$ cat src/clockDisplayPkg.sv
package clockDisplayPkg;

	////////////////////////////////////////
	// VGA timing for 640x480
	////////////////////////////////////////

	// Horizontal, in pixel clocks
	localparam int hActive = 640;
	localparam int hTotal = 800;
	localparam int hSyncStart = 656;
	localparam int hSyncEnd = 752;

	// Vertical, in lines
	localparam int vActive = 480;
	localparam int vTotal = 525;
	localparam int vSyncStart = 490;
	localparam int vSyncEnd = 492;

	////////////////////////////////////////
	// Screen layout
	////////////////////////////////////////

	// Row stride of the background frame ROM
	localparam int frameWidth = 640;

	localparam int digitWidth = 40;
	localparam int digitHeight = 60;
	// Bottom rows of a box blanked under the cursor
	localparam int cursorBand = 5;

	localparam int indicatorWidth = 100;
	localparam int indicatorHeight = 18;
	// Glyph rows per indicator state
	localparam int indicatorStride = 20;

	localparam int dateRowY = 130;
	localparam int timeRowY = 288;
	localparam int indicatorRowY = 370;

	localparam int digitCount = 18;
	// First boxes of the table sit on the date row
	localparam int dateBoxCount = 6;

	// Box left edges, tens then units per pair
	localparam int digitX [digitCount] = '{
		132, 174, 232, 274, 416, 458,
		38, 80, 128, 170, 218, 260,
		339, 381, 429, 471, 519, 561
	};

	// Field address shown by each box
	localparam int digitField [digitCount] = '{
		4, 4, 5, 5, 6, 6,
		3, 3, 2, 2, 1, 1,
		9, 9, 8, 8, 7, 7
	};

	localparam int activeX = 338;
	localparam int ringX = 500;

	////////////////////////////////////////
	// Register file fields
	////////////////////////////////////////

	localparam int fieldCount = 12;
	localparam int fieldAddrWidth = 4;
	localparam int fieldWidth = 8;

	localparam int ringField = 10;
	localparam int activeField = 11;
	localparam int cursorField = 12;

	// ROM chip selects
	localparam logic [1:0] romBackground = 2'b00;
	localparam logic [1:0] romDigits = 2'b01;
	localparam logic [1:0] romIndicator = 2'b11;

	// One field byte, read as a number or as a flag
	typedef union packed {
		struct packed {
			logic unused;
			logic [6:0] value;
		} numberView;
		struct packed {
			logic [6:0] reserved;
			logic flag;
		} flagView;
	} fieldWord;

endpackage

$ cat src/bcdConverter.sv
module bcdConverter (
	input logic [6:0] value,
	output logic [3:0] tens,
	output logic [3:0] units
);

	// Tens and units nibbles above the binary input
	logic [14:0] work;

	// Double dabble, the hundreds digit shifts out and is lost
	always_comb
	begin
		work = {8'd0, value};
		for (int i = 0; i < 7; i++)
		begin
			if (work[10:7] >= 4'd5)
				work[10:7] = work[10:7] + 4'd3;
			if (work[14:11] >= 4'd5)
				work[14:11] = work[14:11] + 4'd3;
			work = work << 1;
		end
	end

	assign tens = work[14:11];
	assign units = work[10:7];

endmodule

$ cat src/clockDisplay.sv
module clockDisplay (
	input logic CLK,
	input logic RESET,
	input logic wrEnable,
	input logic [clockDisplayPkg::fieldAddrWidth-1:0] wrAddr,
	input logic [clockDisplayPkg::fieldWidth-1:0] wrData,
	output logic [1:0] romSelect,
	output logic [18:0] romAddr,
	output logic hSync,
	output logic vSync
);

	logic [9:0] posX;
	logic [9:0] posY;
	logic rawHSync;
	logic rawVSync;
	logic blankStart;
	logic [clockDisplayPkg::fieldAddrWidth-1:0] rdAddr;
	logic [clockDisplayPkg::fieldWidth-1:0] rdData;
	logic [clockDisplayPkg::digitCount-1:0][3:0] digitCodes;
	logic ringFlag;
	logic activeFlag;
	logic [clockDisplayPkg::fieldWidth-1:0] cursor;

	vgaTiming timing (
		.CLK(CLK),
		.RESET(RESET),
		.posX(posX),
		.posY(posY),
		.hSync(rawHSync),
		.vSync(rawVSync),
		.blankStart(blankStart)
	);

	displayRegisterFile registers (
		.CLK(CLK),
		.RESET(RESET),
		.wrEnable(wrEnable),
		.wrAddr(wrAddr),
		.wrData(wrData),
		.rdAddr(rdAddr),
		.rdData(rdData)
	);

	// Per-frame loader
	digitPointerBank pointers (
		.CLK(CLK),
		.RESET(RESET),
		.blankStart(blankStart),
		.rdAddr(rdAddr),
		.rdData(rdData),
		.digitCodes(digitCodes),
		.ringFlag(ringFlag),
		.activeFlag(activeFlag),
		.cursor(cursor)
	);

	glyphAddressGenerator glyphs (
		.CLK(CLK),
		.RESET(RESET),
		.posX(posX),
		.posY(posY),
		.hSyncIn(rawHSync),
		.vSyncIn(rawVSync),
		.digitCodes(digitCodes),
		.ringFlag(ringFlag),
		.activeFlag(activeFlag),
		.cursor(cursor),
		.romSelect(romSelect),
		.romAddr(romAddr),
		.hSync(hSync),
		.vSync(vSync)
	);

endmodule

$ cat src/digitPointerBank.sv
module digitPointerBank (
	input logic CLK,
	input logic RESET,
	input logic blankStart,
	output logic [clockDisplayPkg::fieldAddrWidth-1:0] rdAddr,
	input logic [clockDisplayPkg::fieldWidth-1:0] rdData,
	output logic [clockDisplayPkg::digitCount-1:0][3:0] digitCodes,
	output logic ringFlag,
	output logic activeFlag,
	output logic [clockDisplayPkg::fieldWidth-1:0] cursor
);

	clockDisplayPkg::fieldWord word;
	// Field that the word on rdData belongs to, zero when idle
	logic [clockDisplayPkg::fieldAddrWidth-1:0] dataAddr;
	logic [3:0] tens;
	logic [3:0] units;

	assign word = rdData;

	bcdConverter bcd (
		.value(word.numberView.value),
		.tens(tens),
		.units(units)
	);

	////////////////////////////////////////
	// Address stage
	////////////////////////////////////////

	// Walks fields 1 to 12 once per frame, zero means idle
	always_ff @(posedge CLK)
	begin
		if (RESET)
		begin
			rdAddr <= '0;
			dataAddr <= '0;
		end
		else
		begin
			dataAddr <= rdAddr;
			if (blankStart)
				rdAddr <= 4'd1;
			else if (rdAddr != '0 && rdAddr < 4'(clockDisplayPkg::fieldCount))
				rdAddr <= rdAddr + 4'd1;
			else
				rdAddr <= '0;
		end
	end

	////////////////////////////////////////
	// Data stage
	////////////////////////////////////////

	always_ff @(posedge CLK)
	begin
		if (RESET)
		begin
			digitCodes <= '0;
			ringFlag <= 1'b0;
			activeFlag <= 1'b0;
			cursor <= '0;
		end
		else
		begin
			// Even boxes hold tens, odd boxes hold units
			for (int b = 0; b < clockDisplayPkg::digitCount; b++)
			begin
				if (dataAddr == 4'(clockDisplayPkg::digitField[b]))
					digitCodes[b] <= (b % 2 == 0) ? tens : units;
			end

			if (dataAddr == 4'(clockDisplayPkg::ringField))
				ringFlag <= word.flagView.flag;
			if (dataAddr == 4'(clockDisplayPkg::activeField))
				activeFlag <= word.flagView.flag;
			// Cursor is kept as the raw byte
			if (dataAddr == 4'(clockDisplayPkg::cursorField))
				cursor <= rdData;
		end
	end

endmodule

$ cat src/displayRegisterFile.sv
module displayRegisterFile (
	input logic CLK,
	input logic RESET,
	input logic wrEnable,
	input logic [clockDisplayPkg::fieldAddrWidth-1:0] wrAddr,
	input logic [clockDisplayPkg::fieldWidth-1:0] wrData,
	input logic [clockDisplayPkg::fieldAddrWidth-1:0] rdAddr,
	output logic [clockDisplayPkg::fieldWidth-1:0] rdData
);

	logic [clockDisplayPkg::fieldWidth-1:0] fields [1:clockDisplayPkg::fieldCount];
	logic wrValid;
	logic rdValid;

	// Address 0 and anything above the last field are holes
	assign wrValid = wrEnable && (wrAddr != '0)
		&& (wrAddr <= 4'(clockDisplayPkg::fieldCount));
	assign rdValid = (rdAddr != '0) && (rdAddr <= 4'(clockDisplayPkg::fieldCount));

	// Host write port
	always_ff @(posedge CLK)
	begin
		if (RESET)
		begin
			for (int i = 1; i <= clockDisplayPkg::fieldCount; i++)
				fields[i] <= '0;
		end
		else if (wrValid)
		begin
			fields[wrAddr] <= wrData;
		end
	end

	// Registered read, one cycle behind rdAddr
	always_ff @(posedge CLK)
	begin
		if (rdValid)
			rdData <= fields[rdAddr];
		else
			rdData <= '0;
	end

endmodule

$ cat src/glyphAddressGenerator.sv
module glyphAddressGenerator (
	input logic CLK,
	input logic RESET,
	input logic [9:0] posX,
	input logic [9:0] posY,
	input logic hSyncIn,
	input logic vSyncIn,
	input logic [clockDisplayPkg::digitCount-1:0][3:0] digitCodes,
	input logic ringFlag,
	input logic activeFlag,
	input logic [clockDisplayPkg::fieldWidth-1:0] cursor,
	output logic [1:0] romSelect,
	output logic [18:0] romAddr,
	output logic hSync,
	output logic vSync
);

	logic inDateRow;
	logic inTimeRow;
	logic inIndicatorRow;
	logic [9:0] rowTop;
	logic [9:0] rowOffset;
	logic [9:0] indicatorOffset;
	logic inCursorBand;
	logic [1:0] nextSelect;
	logic [18:0] nextAddr;

	////////////////////////////////////////
	// Row bands with exclusive bottom edges
	////////////////////////////////////////

	assign inDateRow = posY >= 10'(clockDisplayPkg::dateRowY)
		&& posY < 10'(clockDisplayPkg::dateRowY + clockDisplayPkg::digitHeight);
	assign inTimeRow = posY >= 10'(clockDisplayPkg::timeRowY)
		&& posY < 10'(clockDisplayPkg::timeRowY + clockDisplayPkg::digitHeight);
	assign inIndicatorRow = posY >= 10'(clockDisplayPkg::indicatorRowY)
		&& posY < 10'(clockDisplayPkg::indicatorRowY + clockDisplayPkg::indicatorHeight);

	assign rowTop = inDateRow ? 10'(clockDisplayPkg::dateRowY)
		: 10'(clockDisplayPkg::timeRowY);
	assign rowOffset = posY - rowTop;
	assign indicatorOffset = posY - 10'(clockDisplayPkg::indicatorRowY);

	// Rows hidden under the cursor underline
	assign inCursorBand = rowOffset
		>= 10'(clockDisplayPkg::digitHeight - clockDisplayPkg::cursorBand);

	////////////////////////////////////////
	// Box hit tests
	////////////////////////////////////////

	always_comb
	begin
		// Background frame by default and during blanking
		nextSelect = clockDisplayPkg::romBackground;
		nextAddr = 19'(posX) + 19'(clockDisplayPkg::frameWidth) * 19'(posY);

		if (inDateRow || inTimeRow)
		begin
			for (int b = 0; b < clockDisplayPkg::digitCount; b++)
			begin
				// Only boxes on the current row band
				if (((b < clockDisplayPkg::dateBoxCount) == inDateRow)
					&& posX >= 10'(clockDisplayPkg::digitX[b])
					&& posX < 10'(clockDisplayPkg::digitX[b] + clockDisplayPkg::digitWidth)
					&& !(cursor == 8'(clockDisplayPkg::digitField[b]) && inCursorBand))
				begin
					nextSelect = clockDisplayPkg::romDigits;
					nextAddr = 19'(posX - 10'(clockDisplayPkg::digitX[b]))
						+ 19'(clockDisplayPkg::digitWidth) * (19'(rowOffset)
						+ 19'(digitCodes[b]) * 19'(clockDisplayPkg::digitHeight));
				end
			end
		end
		else if (inIndicatorRow)
		begin
			if (posX >= 10'(clockDisplayPkg::activeX)
				&& posX < 10'(clockDisplayPkg::activeX + clockDisplayPkg::indicatorWidth))
			begin
				nextSelect = clockDisplayPkg::romIndicator;
				nextAddr = 19'(posX - 10'(clockDisplayPkg::activeX))
					+ 19'(clockDisplayPkg::indicatorWidth) * (19'(indicatorOffset)
					+ (activeFlag ? 19'(clockDisplayPkg::indicatorStride) : 19'd0));
			end
			else if (posX >= 10'(clockDisplayPkg::ringX)
				&& posX < 10'(clockDisplayPkg::ringX + clockDisplayPkg::indicatorWidth))
			begin
				nextSelect = clockDisplayPkg::romIndicator;
				nextAddr = 19'(posX - 10'(clockDisplayPkg::ringX))
					+ 19'(clockDisplayPkg::indicatorWidth) * (19'(indicatorOffset)
					+ (ringFlag ? 19'(clockDisplayPkg::indicatorStride) : 19'd0));
			end
		end
	end

	// Output stage with syncs delayed to line up with romAddr
	always_ff @(posedge CLK)
	begin
		if (RESET)
		begin
			romSelect <= clockDisplayPkg::romBackground;
			hSync <= 1'b1;
			vSync <= 1'b1;
		end
		else
		begin
			romSelect <= nextSelect;
			hSync <= hSyncIn;
			vSync <= vSyncIn;
		end
	end

	// ROM address of the pixel one cycle back
	always_ff @(posedge CLK)
	begin
		romAddr <= nextAddr;
	end

endmodule

$ cat src/vgaTiming.sv
module vgaTiming (
	input logic CLK,
	input logic RESET,
	output logic [9:0] posX,
	output logic [9:0] posY,
	output logic hSync,
	output logic vSync,
	output logic blankStart
);

	logic lineEnd;
	logic frameEnd;

	assign lineEnd = (posX == 10'(clockDisplayPkg::hTotal - 1));
	assign frameEnd = (posY == 10'(clockDisplayPkg::vTotal - 1));

	// Pixel and line counters
	always_ff @(posedge CLK)
	begin
		if (RESET)
		begin
			posX <= '0;
			posY <= '0;
		end
		else if (lineEnd)
		begin
			posX <= '0;
			if (frameEnd)
				posY <= '0;
			else
				posY <= posY + 10'd1;
		end
		else
		begin
			posX <= posX + 10'd1;
		end
	end

	// Active low pulses, registered later in the generator
	assign hSync = !(posX >= 10'(clockDisplayPkg::hSyncStart)
		&& posX < 10'(clockDisplayPkg::hSyncEnd));
	assign vSync = !(posY >= 10'(clockDisplayPkg::vSyncStart)
		&& posY < 10'(clockDisplayPkg::vSyncEnd));

	// First pixel of the first blank line
	assign blankStart = (posX == 10'd0) && (posY == 10'(clockDisplayPkg::vActive));

endmodule

$ cat config.mk
export PLATFORM = sky130hd
export DESIGN_NAME = clockDisplay
export DESIGN_NICKNAME = d
export VERILOG_FILES = /design/src/clockDisplayPkg.sv /design/src/bcdConverter.sv /design/src/clockDisplay.sv /design/src/digitPointerBank.sv /design/src/displayRegisterFile.sv /design/src/glyphAddressGenerator.sv /design/src/vgaTiming.sv
export SDC_FILE = /design/constraint.sdc
export NUM_CORES = 2
export LEC_CHECK = 0
export ABC_AREA = 1
export BUFFER_PORTS_ARGS = -buffer_cell sky130_fd_sc_hd__buf_2
export CORE_MARGIN = 4
export CORE_UTILIZATION = 45
export DETAILED_ROUTE_END_ITERATION = 8
export PLACE_DENSITY = 0.64
export REMOVE_ABC_BUFFERS = 1
export SLEW_MARGIN = 20
export SYNTH_ARGS = -nofsm -noshare
export SYNTH_HDL_FRONTEND = slang
export SYNTH_SLANG_ARGS = --single-unit
$ cat constraint.sdc
create_clock -name CLK -period 10.02 [get_ports CLK]
set_input_delay 0.501 -clock CLK [delete_from_list [all_inputs] [get_ports CLK]]
set_output_delay 0.501 -clock CLK [all_outputs]
set_load 0.005 [all_outputs]
==> summary.txt <==
Yosys top cell by area: ha_1
CP Capture Type: flip-flop
Post-route DRC: 0
Placer Congestion: 1.054
Peak VDD IR: 156.6 uV
Setup-failing EPs final: 0
starting density of the core: 45.44%
Die Ht: 351.0 um
setup repair bufs after CTS: 0
worst-path fanout max: 21
antenna viol nets, final: 0
total number of vias: 48581
synth unique cells: 73
CP most frequent cell: nand2_1
synthesized instance count: 7410
Post-synth EDFFs: 128
GRT Total Usage: 25.91%
Root Buffer: clkbuf_16
worst reg2reg path depth: 57
Die W: 351.0 um
critical path startpoint: timing.posY[3]
DR pass1 iterations: 9
port buffer count: 37
Reg2Reg Launch Point: timing.posY[3]
overall power: 2.671 mW
wire per inst: 18.08 um
Psw: 0.6798 mW
setup TNS: 0 ns
synth top area cells: ha_1 (26%), inv_1 (8.8%), nand2_1 (8.6%), edfxtp_1 (7.3%), a21oi_1 (6.9%)
CTS tree: built
DR iter-0 viols: 3283
Worst setup SP type: flip-flop
total CTS buffers: 35
combinational family with the most area after synthesis: adder cells
Max Clock Skew: 0.04316 ns
Yosys top cell area share: 25.61%
Clk network pwr share: 49.8%
simple-gate share of the synthesized area: 16.93%
critical path's slowest cell: dfxtp_1
relative slew slack: 21.93%
worst hold path class: input port to flip-flop
IO Pins: 38
Pleak: 30.19 nW
FP Rows: 125
Max Fclk: 110.5 MHz
share of cells above drive strength 1: 3.777%
Main synth FF type: dfxtp_1
unrepaired setup endpoints after global routing: false
core area: 0.1165 sq mm
Worst EP arrival: 9.51 ns
dpl hpwl: 131500 um
first-pass GRT wire length: 253300 um
post-synthesis sequential area ratio: 12.59%
Sequential Power Share: 44.8%
final wirelength: 162600 um
clk sinks: 269
Die ar.: 0.1232 sq mm
critical path class: flip-flop to flip-flop
Pwr Density: 47.47 mW/mm^2
FFs w/ async S/R, synth: 0%
delay of the slowest cell on the worst path: 0.67 ns
Synth warnings: 0
CP Data Required Time: 10.48 ns
clk_lat worst skew: 0.61 ns
Synth Area in Adders: 31.59%
Via density: 5.402
Resized cells post-CTS: 0
#FFs+latches synth: 269
CTS max path bufs: 3
internal power: 1.991 mW
Slew Viols, Final: 0
mapped cell area: 0.05295 sq mm
final hold violation count: 0
measured slew at the worst slew-check pin: 1.167 ns
vias in the first global route: 46417
R2R Path End: glyphs.romAddr[18]
Critical Path Sink: glyphs.romAddr[18]
final global-route overflow total: 0
Tmin final: 9.054 ns
Post-CTS Hold Buffers: 0
Worst-path clk slew: 0.07 ns
Avg Cell Area, Syn: 7.146 sq um
crit share post-route: 90.36%
antenna violations before repair: 3
r2r setup slk: 0.97 ns
CTS H-tree lvls: 2
largest net degree at the start of global routing: 68
mux share of post-synthesis cell area: 0.01890%
XOR/XNOR Fraction of Synth Area: 11.00%
nets: 8699
Comb power frac: 5.4%
switching share of power: 25.45%
# Max-Cap Violations: 0
status: complete, no violations
P&R area growth vs syn: 6.245%
Synth Area in Compound Gates: 17.73%
## registers in the layout (all words and copies together), names as in the netlist
name	cells
pointers.activeFlag	1
pointers.dataAddr	4
glyphs.romSelect	2
glyphs.vSync	1
glyphs.hSync	1
pointers.ringFlag	1
timing.posY	10
pointers.cursor	8
pointers.digitCodes	72
timing.posX	10
glyphs.romAddr	19
pointers.rdAddr	4
registers.rdData	8
registers.fields	128
## metal layers
| metal | part of all wire [%] | up-vias | GRT usage (%) |
|---|---|---|---|
| li1 | - | 24584 | - |
| met1 | 44 | 22419 | 32.97 |
| met5 | 0 | - | 0 |
| met4 | 4.5 | 0 | 10.07 |
| met2 | 47 | 1227 | 44.69 |
| met3 | 5.4 | 351 | 3.187 |
## synthesized netlist by cell type, drive strengths merged (2+ instances only)
cell type / number
a21o: 55
o221ai: 43
and2: 5
xor2: 411
inv: 1253
a22o: 3
a211oi: 12
or2: 46
o21bai: 63
xnor2: 254
nand4: 24
clkbuf: 86
ha: 1084
nor4: 11
o2111a: 2
o211ai: 46
o2111ai: 9
a221oi: 3
o31ai: 36
a2111oi: 4
a311oi: 4
nor2: 522
o21a: 7
a21boi: 4
a41oi: 4
a31oi: 51
buf: 50
edfxtp: 128
a21oi: 730
o311ai: 2
nand3: 248
clkinv: 8
and3: 4
o21ai: 543
o22ai: 32
nor3b: 5
a31o: 8
dfxtp: 141
nand3b: 9
nand2: 1237
fa: 158
nor3: 56
## worst max-delay path, delay by kind of cell (launching register included)
kind	cells	cell delay, ns
simple gates	33	3.29
compound gates	10	1.79
fa+ha+maj	6	1.75
buf+inv	5	0.92
flops	1	0.67
xor+xnor	3	0.44
## per-stage QoR
step	instances	instance area [sq um]	setup slack [ns]	utilization [%]	hold slack, ns
floorplan	7305	52430	0.9127	-	0.4306
global placement	8929	55050	1.051	47.25	0.4798
detailed placement	8929	55060	1.077	47.26	0.4687
CTS	8991	56250	0.9851	48.27	0.1099
global route	8991	56250	0.05078	48.28	0.1429
finish	8993	56260	0.9661	48.28	0.1453
## cells by family after synthesis
logic type | after synthesis
AO/OA/AOI/OAI | 1668
XOR/XNOR | 665
adder cells (fa/ha/maj) | 1242
buffers and inverters | 1397
flip-flops | 269
multiplexers | 1
other | 1
AND/OR/NAND/NOR | 2167
## area by class of cell
| type | count | area, sq um |
|---|---|---|
| fillers | 11848 | 60260 |
| multi-input cells | 5775 | 41090 |
| flip-flops and latches | 269 | 6671 |
| inverters | 1261 | 4735 |
| well taps | 1524 | 1907 |
| clock buffers | 40 | 904.6 |
| repair buffers | 100 | 661.9 |
| clock inverters | 22 | 281.5 |
| diodes | 2 | 5.005 |
## worst min-delay path by stage
stage	endpoint	slack, ns	cells past startpoint	startpoint
final	registers.fields[0][2]	0.15	1	wrData[2]
after floorplan	pointers.cursor[7]	0.43	2	registers.rdData[7]
after CTS	registers.fields[0][2]	0.11	1	wrData[2]
after detailed placement	pointers.cursor[7]	0.47	2	registers.rdData[7]
after global routing	registers.fields[15][7]	0.14	1	wrData[7]
after global placement	pointers.cursor[7]	0.48	2	registers.rdData[7]
## power by group through the flow
stage	combinational (mW)	clock, mW	sequential [mW]
2_1_floorplan	0.0807	0	1.22
3_3_place_gp	0.138	0	1.22
3_5_place_dp	0.140	0	1.22
4_1_cts	0.140	1.37	1.20
5_1_grt	0.156	1.41	1.20
6_report	0.143	1.33	1.20
## layout by cell type, fill, tap and decap left out, types with 7 or more instances in the layout
| master | Yosys | routed |
|---|---|---|
| inv_1 | 1239 | 1236 |
| nand2_1 | 1218 | 1216 |
| ha_1 | 1084 | 1084 |
| a21oi_1 | 728 | 727 |
| nor2_1 | 515 | 515 |
| o21ai_0 | 511 | 511 |
| xor2_1 | 411 | 409 |
| xnor2_1 | 254 | 254 |
| nand3_1 | 246 | 246 |
| fa_1 | 158 | 158 |
| dfxtp_1 | 141 | 137 |
| edfxtp_1 | 128 | 128 |
| o21bai_1 | 63 | 63 |
| buf_4 | 7 | 62 |
| a21o_1 | 55 | 55 |
| nor3_1 | 52 | 51 |
| a31oi_1 | 51 | 50 |
| or2_2 | 46 | 46 |
| o211ai_1 | 45 | 45 |
| o221ai_1 | 43 | 43 |
| buf_2 | 23 | 37 |
| o31ai_1 | 36 | 36 |
| clkbuf_16 | 0 | 35 |
| o22ai_1 | 32 | 32 |
| conb_1 | 1 | 32 |
| o21ai_1 | 32 | 30 |
| nand4_1 | 24 | 24 |
| inv_2 | 14 | 16 |
| nand2_2 | 13 | 15 |
| a211oi_1 | 12 | 12 |
| clkinv_1 | 7 | 11 |
| nand3b_1 | 9 | 9 |
| nor4_1 | 9 | 9 |
| o2111ai_1 | 9 | 9 |
| a31o_2 | 8 | 8 |
| o21a_1 | 7 | 7 |
No activity file was read; power rests on OpenSTA's default activity.
